<file path="src/hdl/rv_defines.svh">
`ifndef RV_DEFINES_SVH
`define RV_DEFINES_SVH

// RV32I word width
`define RV_XLEN 32

// Architectural integer registers, x0 included
`define RV_NREGS 32

// Bits needed to name one register
`define RV_REG_AW 5

`endif

</file>
<file path="src/hdl/rv_isa_pkg.sv">
`default_nettype none

`include "rv_defines.svh"

package rv_isa_pkg;

    typedef logic [`RV_XLEN-1:0]   word_t;
    typedef logic [`RV_REG_AW-1:0] reg_addr_t;
    typedef logic [`RV_XLEN-1:0]   instr_t;
    typedef logic [2:0]            funct3_t;
    typedef logic [6:0]            funct7_t;

    // Major opcodes, instr[6:0]
    typedef enum logic [6:0] {
        LOAD   = 7'b0000011,
        OP_IMM = 7'b0010011,
        AUIPC  = 7'b0010111,
        STORE  = 7'b0100011,
        OP     = 7'b0110011,
        LUI    = 7'b0110111,
        BRANCH = 7'b1100011,
        JALR   = 7'b1100111,
        JAL    = 7'b1101111
    } opcode_e;

    // ALU funct3 for OP and OP_IMM
    localparam funct3_t F3_ADD  = 3'b000;   // ADD, SUB
    localparam funct3_t F3_SLL  = 3'b001;
    localparam funct3_t F3_SLT  = 3'b010;
    localparam funct3_t F3_SLTU = 3'b011;
    localparam funct3_t F3_XOR  = 3'b100;
    localparam funct3_t F3_SR   = 3'b101;   // SRL, SRA
    localparam funct3_t F3_OR   = 3'b110;
    localparam funct3_t F3_AND  = 3'b111;

    // Branch funct3
    localparam funct3_t F3_BEQ  = 3'b000;
    localparam funct3_t F3_BNE  = 3'b001;
    localparam funct3_t F3_BLT  = 3'b100;
    localparam funct3_t F3_BGE  = 3'b101;
    localparam funct3_t F3_BLTU = 3'b110;
    localparam funct3_t F3_BGEU = 3'b111;

endpackage

`default_nettype wire

</file>
<file path="src/hdl/rv_pipe_pkg.sv">
`default_nettype none

package rv_pipe_pkg;

    import rv_isa_pkg::*;

    typedef enum logic [3:0] {
        ALU_ADD  = 4'd0,
        ALU_SUB  = 4'd1,
        ALU_AND  = 4'd2,
        ALU_OR   = 4'd3,
        ALU_XOR  = 4'd4,
        ALU_SLL  = 4'd5,
        ALU_SRL  = 4'd6,
        ALU_SRA  = 4'd7,
        ALU_SLT  = 4'd8,
        ALU_SLTU = 4'd9
    } alu_ctrl_e;

    // Writeback mux select
    typedef enum logic [1:0] {
        RES_ALU = 2'd0,
        RES_MEM = 2'd1,
        RES_PC4 = 2'd2
    } result_src_e;

    typedef enum logic [2:0] {
        BR_NONE = 3'd0,
        BR_EQ   = 3'd1,
        BR_NE   = 3'd2,
        BR_LT   = 3'd3,
        BR_GE   = 3'd4,
        BR_LTU  = 3'd5,
        BR_GEU  = 3'd6
    } branch_e;

    typedef enum logic [1:0] {
        UP_NONE  = 2'd0,
        UP_LUI   = 2'd1,
        UP_AUIPC = 2'd2
    } upper_op_e;

    typedef logic [2:0] mem_op_t;   // Load/store funct3, size and sign

    typedef struct packed {
        logic        reg_write;
        result_src_e result_src;
        logic        mem_write;
        logic        jump;
        branch_e     branch;
        alu_ctrl_e   alu_ctrl;
        logic        alu_src;
        upper_op_e   upper_op;
        mem_op_t     mem_op;
    } ctrl_t;

    // Decode to execute bundle
    typedef struct packed {
        ctrl_t     ctrl;
        word_t     rd1;
        word_t     rd2;
        word_t     pc;
        reg_addr_t rs1;
        reg_addr_t rs2;
        reg_addr_t rd;
        word_t     imm_ext;
        word_t     pc_plus4;
    } de_stage_t;

endpackage

`default_nettype wire

</file>
<file path="src/hdl/control_unit.sv">
`timescale 1ns/1ps
`default_nettype none

module control_unit import rv_isa_pkg::*, rv_pipe_pkg::*; (
    input  instr_t instr_i,
    output ctrl_t  ctrl_o
);

    opcode_e opcode;
    funct3_t funct3;
    funct7_t funct7;

    assign opcode = opcode_e'(instr_i[6:0]);
    assign funct3 = instr_i[14:12];
    assign funct7 = instr_i[31:25];

    // alt is funct7[5]; reg_op lets it pick SUB as well as SRA
    function automatic alu_ctrl_e alu_decode(
        input funct3_t f3,
        input logic    alt,
        input logic    reg_op
    );
        alu_ctrl_e op;
        op = ALU_ADD;
        case (f3)
            F3_ADD:  op = (reg_op && alt) ? ALU_SUB : ALU_ADD;
            F3_SLL:  op = ALU_SLL;
            F3_SLT:  op = ALU_SLT;
            F3_SLTU: op = ALU_SLTU;
            F3_XOR:  op = ALU_XOR;
            F3_SR:   op = alt ? ALU_SRA : ALU_SRL;
            F3_OR:   op = ALU_OR;
            F3_AND:  op = ALU_AND;
            default: op = ALU_ADD;
        endcase
        return op;
    endfunction

    function automatic branch_e branch_decode(input funct3_t f3);
        branch_e br;
        case (f3)
            F3_BEQ:  br = BR_EQ;
            F3_BNE:  br = BR_NE;
            F3_BLT:  br = BR_LT;
            F3_BGE:  br = BR_GE;
            F3_BLTU: br = BR_LTU;
            F3_BGEU: br = BR_GEU;
            default: br = BR_NONE;   // 010 and 011 are reserved
        endcase
        return br;
    endfunction

    always_comb begin
        ctrl_o = '0;
        case (opcode)
            OP: begin
                ctrl_o.reg_write = 1'b1;
                ctrl_o.alu_ctrl  = alu_decode(funct3, funct7[5], 1'b1);
            end
            OP_IMM: begin
                ctrl_o.reg_write = 1'b1;
                ctrl_o.alu_src   = 1'b1;
                ctrl_o.alu_ctrl  = alu_decode(funct3, funct7[5], 1'b0);
            end
            LOAD: begin
                ctrl_o.reg_write  = 1'b1;
                ctrl_o.result_src = RES_MEM;
                ctrl_o.alu_src    = 1'b1;
                ctrl_o.alu_ctrl   = ALU_ADD;   // Base plus offset
                ctrl_o.mem_op     = funct3;
            end
            STORE: begin
                ctrl_o.mem_write = 1'b1;
                ctrl_o.alu_src   = 1'b1;
                ctrl_o.alu_ctrl  = ALU_ADD;
                ctrl_o.mem_op    = funct3;
            end
            BRANCH: begin
                ctrl_o.branch   = branch_decode(funct3);
                ctrl_o.alu_ctrl = ALU_SUB;   // Compare by subtraction
            end
            JAL: begin
                ctrl_o.jump       = 1'b1;
                ctrl_o.reg_write  = 1'b1;
                ctrl_o.result_src = RES_PC4;
            end
            JALR: begin
                ctrl_o.jump       = 1'b1;
                ctrl_o.reg_write  = 1'b1;
                ctrl_o.result_src = RES_PC4;
                ctrl_o.alu_src    = 1'b1;
                ctrl_o.alu_ctrl   = ALU_ADD;
            end
            LUI: begin
                ctrl_o.upper_op  = UP_LUI;
                ctrl_o.reg_write = 1'b1;
                ctrl_o.alu_src   = 1'b1;
            end
            AUIPC: begin
                ctrl_o.upper_op  = UP_AUIPC;
                ctrl_o.reg_write = 1'b1;
                ctrl_o.alu_src   = 1'b1;
            end
            default: ctrl_o = '0;   // Bubble
        endcase
    end

    // Codes 10 to 15 would reach the ALU undecoded
    always_comb begin
        assert (ctrl_o.alu_ctrl inside {ALU_ADD, ALU_SUB, ALU_AND, ALU_OR, ALU_XOR,
                                        ALU_SLL, ALU_SRL, ALU_SRA, ALU_SLT, ALU_SLTU})
            else $error("control_unit: illegal alu_ctrl %0h", ctrl_o.alu_ctrl);
    end

endmodule

`default_nettype wire

</file>
<file path="src/hdl/regfile.sv">
`timescale 1ns/1ps
`default_nettype none

`include "rv_defines.svh"

module regfile import rv_isa_pkg::*; (
    input  logic      clk,
    input  logic      reset_i,
    input  reg_addr_t rs1_i,
    input  reg_addr_t rs2_i,
    input  logic      we_i,
    input  reg_addr_t rd_i,
    input  word_t     wd_i,
    output word_t     rd1_o,
    output word_t     rd2_o
);

    word_t regs [1:`RV_NREGS-1];   // No storage for x0

    logic wr_live;

    assign wr_live = we_i && (rd_i != '0);

    always_ff @(posedge clk) begin
        if (reset_i) begin
            for (int i = 1; i < `RV_NREGS; i++) begin
                regs[i] <= '0;
            end
        end else if (wr_live) begin
            regs[rd_i] <= wd_i;
        end
    end

    // Writeback bypass gives write-before-read in one cycle
    assign rd1_o = (rs1_i == '0)                 ? '0   :
                   (wr_live && (rd_i == rs1_i)) ? wd_i :
                                                   regs[rs1_i];
    assign rd2_o = (rs2_i == '0)                 ? '0   :
                   (wr_live && (rd_i == rs2_i)) ? wd_i :
                                                   regs[rs2_i];

    // x0 stays zero even with a writeback to x0 in flight
    assert property (@(posedge clk) disable iff (reset_i)
        (rs1_i == '0) |-> (rd1_o == '0))
        else $error("regfile: x0 read on port 1 returned %0h", rd1_o);

    assert property (@(posedge clk) disable iff (reset_i)
        (rs2_i == '0) |-> (rd2_o == '0))
        else $error("regfile: x0 read on port 2 returned %0h", rd2_o);

endmodule

`default_nettype wire

</file>
<file path="src/hdl/imm_extend.sv">
`timescale 1ns/1ps
`default_nettype none

`include "rv_defines.svh"

module imm_extend import rv_isa_pkg::*; (
    input  instr_t instr_i,
    output word_t  imm_o
);

    typedef enum logic [2:0] {
        IMM_NONE,
        IMM_I,
        IMM_S,
        IMM_B,
        IMM_U,
        IMM_J
    } imm_fmt_e;

    imm_fmt_e fmt;
    logic     sign;

    assign sign = instr_i[31];   // Sign bit sits at [31] in every format

    always_comb begin
        case (opcode_e'(instr_i[6:0]))
            LOAD, OP_IMM, JALR: fmt = IMM_I;
            STORE:              fmt = IMM_S;
            BRANCH:             fmt = IMM_B;
            LUI, AUIPC:         fmt = IMM_U;
            JAL:                fmt = IMM_J;
            default:            fmt = IMM_NONE;
        endcase
    end

    always_comb begin
        case (fmt)
            IMM_I:   imm_o = {{(`RV_XLEN-12){sign}}, instr_i[31:20]};
            IMM_S:   imm_o = {{(`RV_XLEN-12){sign}}, instr_i[31:25], instr_i[11:7]};
            IMM_B:   imm_o = {{(`RV_XLEN-13){sign}}, instr_i[31], instr_i[7],
                              instr_i[30:25], instr_i[11:8], 1'b0};
            IMM_U:   imm_o = {instr_i[31:12], 12'b0};
            IMM_J:   imm_o = {{(`RV_XLEN-21){sign}}, instr_i[31], instr_i[19:12],
                              instr_i[20], instr_i[30:21], 1'b0};
            default: imm_o = '0;
        endcase
    end

endmodule

`default_nettype wire

</file>
<file path="src/hdl/decode_pipeline_regfile.sv">
`timescale 1ns/1ps
`default_nettype none

module decode_pipeline_regfile import rv_pipe_pkg::*; (
    input  logic      clk,
    input  logic      reset_i,
    input  logic      stall_i,
    input  logic      flush_i,
    input  de_stage_t de_i,
    output de_stage_t de_o
);

    // Flush beats stall so a squashed instruction never lingers
    always_ff @(posedge clk) begin
        if (reset_i || flush_i) begin
            de_o <= '0;   // Bubble
        end else if (!stall_i) begin
            de_o <= de_i;
        end
    end

    // A bubble must never write the register file
    assert property (@(posedge clk)
        (reset_i || flush_i) |=> !de_o.ctrl.reg_write)
        else $error("decode_pipeline_regfile: reg_write set after reset or flush");

    // Held bundle stays put through a stall
    assert property (@(posedge clk) disable iff (reset_i)
        (stall_i && !flush_i) |=> $stable(de_o))
        else $error("decode_pipeline_regfile: de_o changed during stall");

endmodule

`default_nettype wire

</file>
<file path="src/hdl/decode_stage.sv">
`timescale 1ns/1ps
`default_nettype none

module decode_stage import rv_isa_pkg::*, rv_pipe_pkg::*; (
    input  logic      clk,
    input  logic      reset_i,
    input  instr_t    instr_i,
    input  word_t     pc_i,
    input  word_t     pc_plus4_i,
    input  logic      stall_i,
    input  logic      flush_i,
    input  logic      wb_we_i,
    input  reg_addr_t wb_rd_i,
    input  word_t     wb_data_i,
    output de_stage_t de_o
);

    reg_addr_t rs1;
    reg_addr_t rs2;
    reg_addr_t rd;
    ctrl_t     ctrl;
    word_t     rd1;
    word_t     rd2;
    word_t     imm_ext;
    de_stage_t de_d;

    // Register fields sit at the same place in every format
    assign rs1 = instr_i[19:15];
    assign rs2 = instr_i[24:20];
    assign rd  = instr_i[11:7];

    control_unit control_unit_inst (
        .instr_i (instr_i),
        .ctrl_o  (ctrl)
    );

    regfile regfile_inst (
        .clk     (clk),
        .reset_i (reset_i),
        .rs1_i   (rs1),
        .rs2_i   (rs2),
        .we_i    (wb_we_i),
        .rd_i    (wb_rd_i),
        .wd_i    (wb_data_i),
        .rd1_o   (rd1),
        .rd2_o   (rd2)
    );

    imm_extend imm_extend_inst (
        .instr_i (instr_i),
        .imm_o   (imm_ext)
    );

    always_comb begin
        de_d.ctrl     = ctrl;
        de_d.rd1      = rd1;
        de_d.rd2      = rd2;
        de_d.pc       = pc_i;
        de_d.rs1      = rs1;
        de_d.rs2      = rs2;
        de_d.rd       = rd;
        de_d.imm_ext  = imm_ext;
        de_d.pc_plus4 = pc_plus4_i;   // Taken from fetch, not recomputed
    end

    decode_pipeline_regfile decode_pipeline_regfile_inst (
        .clk     (clk),
        .reset_i (reset_i),
        .stall_i (stall_i),
        .flush_i (flush_i),
        .de_i    (de_d),
        .de_o    (de_o)
    );

endmodule

`default_nettype wire

</file>
<file path="config.mk">
export PLATFORM = sky130hd
export DESIGN_NAME = decode_stage
export DESIGN_NICKNAME = d
export VERILOG_FILES = /design/src/hdl/rv_isa_pkg.sv /design/src/hdl/rv_pipe_pkg.sv /design/src/hdl/control_unit.sv /design/src/hdl/regfile.sv /design/src/hdl/imm_extend.sv /design/src/hdl/decode_pipeline_regfile.sv /design/src/hdl/decode_stage.sv
export VERILOG_INCLUDE_DIRS = /design/src /design/src/hdl
export SDC_FILE = /design/constraint.sdc
export NUM_CORES = 2
export LEC_CHECK = 0
export CORE_AREA = 2 2 322 324
export CTS_BUF_LIST = sky130_fd_sc_hd__clkbuf_4 sky130_fd_sc_hd__clkbuf_8
export DETAILED_ROUTE_END_ITERATION = 16
export DIE_AREA = 0 0 324 326
export DONT_BUFFER_PORTS = 1
export PLACE_DENSITY = 0.75
export SLEW_MARGIN = 20
export SYNTH_ARGS = -nofsm -noshare
export SYNTH_HDL_FRONTEND = slang
export SYNTH_SLANG_ARGS = --single-unit
</file>
<file path="constraint.sdc">
create_clock -name clk -period 4.9 [get_ports clk]
set_input_delay 0.735 -clock clk [delete_from_list [all_inputs] [get_ports clk]]
set_output_delay 0.735 -clock clk [all_outputs]
set_load 0.02 [all_outputs]
</file>
==> impl_metrics.ini <==
[min_path]
holdCritPathClass = in -> reg

[routing]
drt_iter0_markers = 5613
drc = 0
first_pass_iters = 8
routedWlPerCell_microns = 33.4
via_per_inst = 6.84
ant_nets = 0
vias = 38253
drt_wl_total_mm = 187

[power]
pwr-share-comb_pct = 9.0
switchingPower_mw = 5.52
cellPowerDensity_nw_per_um2 = 344
vdd_ir_drop_max_mv = 0.227
internal_power_mw = 17.6
swShare_pct = 23.9
clkPwrFrac_pct = 38.5
leakage_nw = 23.2
pwr-share-seq_pct = 52.5

[synthesis]
synth_cells = 4051
async_flop_share_pct = 0
synth_flop_cell = edfxtp_1
ys_seq_area_share_pct = 56.8
syn_avg_cell_area_sq_um = 15.0
yosysWarnings = 0
synth_edf_count = 1024
ys_types = 55
netlist_area_sq_um = 60900
ys_ff_latch = 1217

[critical_path]
critical_path_class = in -> reg
worst_setup_path_end_kind = flip-flop
critPathMaxFanout = 36
critPathLaunchType = input pin
arrival_ps = 3390
critPathRequiredTime_ps = 5390

[placement]
portBuffers = 0
dp_cells = 5086
dp_hpwl_mm = 106
gp_congestion = 0.890

[global_routing]
track_usage_pct = 35.5
grt_max_degree = 263
grt_remaining_overflow = 0
grt_pass1_wl_mm = 266
antenna_found_initial = 7
grt_pass1_vias = 38322

[floorplan]
die_h_microns = 326
die_area_sq_um = 106000
placementRows = 118
fp.dieW_microns = 324
core_sq_um = 103000
start_util_pct = 59.4
ios = 331

[layout]
final_layout_size_suffix_gt1_share_pct = 24.3
fillCellCount = 7006
fin_cells = 5592
area_growth_syn_to_layout_pct = 10.2
nets = 4189

[clocking]
htree_levels = 4
cts_tree = yes
ctsRootBufferMaster = clkbuf_8
clkLatencyLatePin_ps = 900
cts_buffer_depth = 3
numCtsBuffers = 195
clkSinkCount = 1217
clkTransAtPathRegs_ps = 70

[run]
max_cap_viol_count = 0

[timing]
period_minus_slack_ps = 2890
skew_ps = 60.2
fmax_mhz = 346
finalCritPeriodShare_pct = 59.1
rsz0062_at_grt = no
worst_slew_pin_slew_ps = 1180
hold_viol = 0
final_max_slew_viol_count = 0
finalSetupViolCount = 0
tns_ps = 0
maxSlewHeadroom_pct = 21.3

[status]
status = finished, final reports clean
final cells by class:
cell class / instances / area [sq um] / share of cell area [%]
sequential: 1217 / 34600 / 51.6
clock inverter: 65 / 364 / 0.542
tap: 1380 / 1730 / 2.57
clock buffer: 289 / 3560 / 5.31
inverter: 3 / 11.3 / 0.0168
timing repair buffer: 195 / 1870 / 2.79
antenna: 4 / 10.0 / 0.0149
multi-input combinational: 2439 / 25000 / 37.2
cell families (layout without fill, tap and decap cells):
| family | Yosys count | after routing | synth area share [%] |
|---|---|---|---|
| muxes | 653 | 653 | 22.5 |
| other | 1 | 36 | 0.00616 |
| AOI/OAI and AO/OA | 355 | 355 | 4.28 |
| and+or+nand+nor | 1388 | 1388 | 13.3 |
| xor gates and xnor gates | 11 | 11 | 0.158 |
| DFF | 1217 | 1217 | 56.8 |
| buffers and inverters | 426 | 552 | 2.94 |
state kept, by name, summed over array words and instances (netlist names):
name	flops
regfile_inst.regs	1024
decode_pipeline_regfile_inst.de_o	193
stage by stage:
stage	instance area [sq um]	power, mW	hold slack, ps	setup WS [ps]	utilization (%)
2_1_floorplan	61000	13.8	536	2220	-
3_3_place_gp	61700	14.1	550	1240	60.1
3_5_place_dp	61700	14.2	556	1190	60.1
4_1_cts	67100	23.1	0.208	2120	65.4
5_1_grt	67100	23.6	35.3	1960	65.4
6_report	67100	23.1	54.3	2010	65.4
worst paths after layout:
kind,start,end,slack [ps],depth (start not counted)
worst max-delay path,reset_i,regfile_inst.regs[27][16]$_SDFFCE_PN0P_,2010,4
worst min-delay path,wb_data_i[3],regfile_inst.regs[26][3]$_SDFFCE_PN0P_,50,1
worst max register to register,regfile_inst.regs[15][12]$_SDFFCE_PN0P_,decode_pipeline_regfile_inst.de_o[123]$_SDFFE_PP0N_,2840,4
worst min register to register,decode_pipeline_regfile_inst.de_o[58]$_SDFFE_PP0N_,decode_pipeline_regfile_inst.de_o[58]$_SDFFE_PP0N_,580,2
repair_timing:
item / 4_1_cts / 5_1_grt
hold endpoints to repair: 289 / 0
buffers inserted: 0 / 0
hold buffers: 148 / 0
resized for setup: 0 / 0
endpoints found under the setup margin: 0 / 0
cells in the final DEF (no fill, tap or decap), types with 60 or more instances in the layout:
cell type / netlist / final
a22oi_1: 176 / 176
nand2_1: 91 / 91
edfxtp_1: 1024 / 1024
dlygate4sd3_1: 0 / 147
clkbuf_8: 0 / 223
and2_1: 996 / 994
nor2_1: 149 / 114
a21oi_1: 60 / 60
mux2i_1: 79 / 79
clkbuf_4: 0 / 66
mux4_2: 574 / 574
dfxtp_1: 193 / 193
cell usage after synthesis (10+ instances only):
| library cell | instances | area share (%) |
|---|---|---|
| nand3_1 | 39 | 0.32 |
| nand3b_1 | 10 | 0.12 |
| dfxtp_1 | 193 | 6.3 |
| xnor2_1 | 11 | 0.16 |
| buf_2 | 63 | 0.52 |
| buf_1 | 32 | 0.20 |
| nand2b_1 | 37 | 0.38 |
| o21ai_0 | 16 | 0.13 |
| a22oi_1 | 176 | 2.2 |
| clkbuf_1 | 308 | 1.9 |
| buf_4 | 10 | 0.12 |
| edfxtp_1 | 1024 | 50 |
| mux4_2 | 574 | 21 |
| mux2i_1 | 79 | 1.3 |
| nand2_1 | 91 | 0.56 |
| a22o_1 | 33 | 0.47 |
| and2_1 | 996 | 10 |
| a211o_1 | 34 | 0.49 |
| nor2_1 | 149 | 0.92 |
| or2_2 | 34 | 0.35 |
| buf_6 | 10 | 0.18 |
| a21oi_1 | 60 | 0.49 |
layer usage:
metal  vias up  GRT usage [%]  wire length [microns]
li1      15481              -                      -
met1     19467           45.4                  64100
met2      2797           54.6                  86600
met3       506           11.0                  24300
met4         2           19.3                  11500
met5         -         0.0454                     13
power by group through the flow:
stage	sequential [mW]	clock (mW)	combinational, mW
floorplan	12.2	0	1.62
global placement	12.3	0	1.84
detailed placement	12.3	0	1.86
CTS	12.1	8.91	2.03
global route	12.2	9.32	2.11
finish	12.1	8.89	2.08
critical path, cell delays in order:
cell and delay (ps):
nor2b_1 170, nand3_1 740, nor2_4 880, or2_2 800
Power figures use the tool's default switching activity.
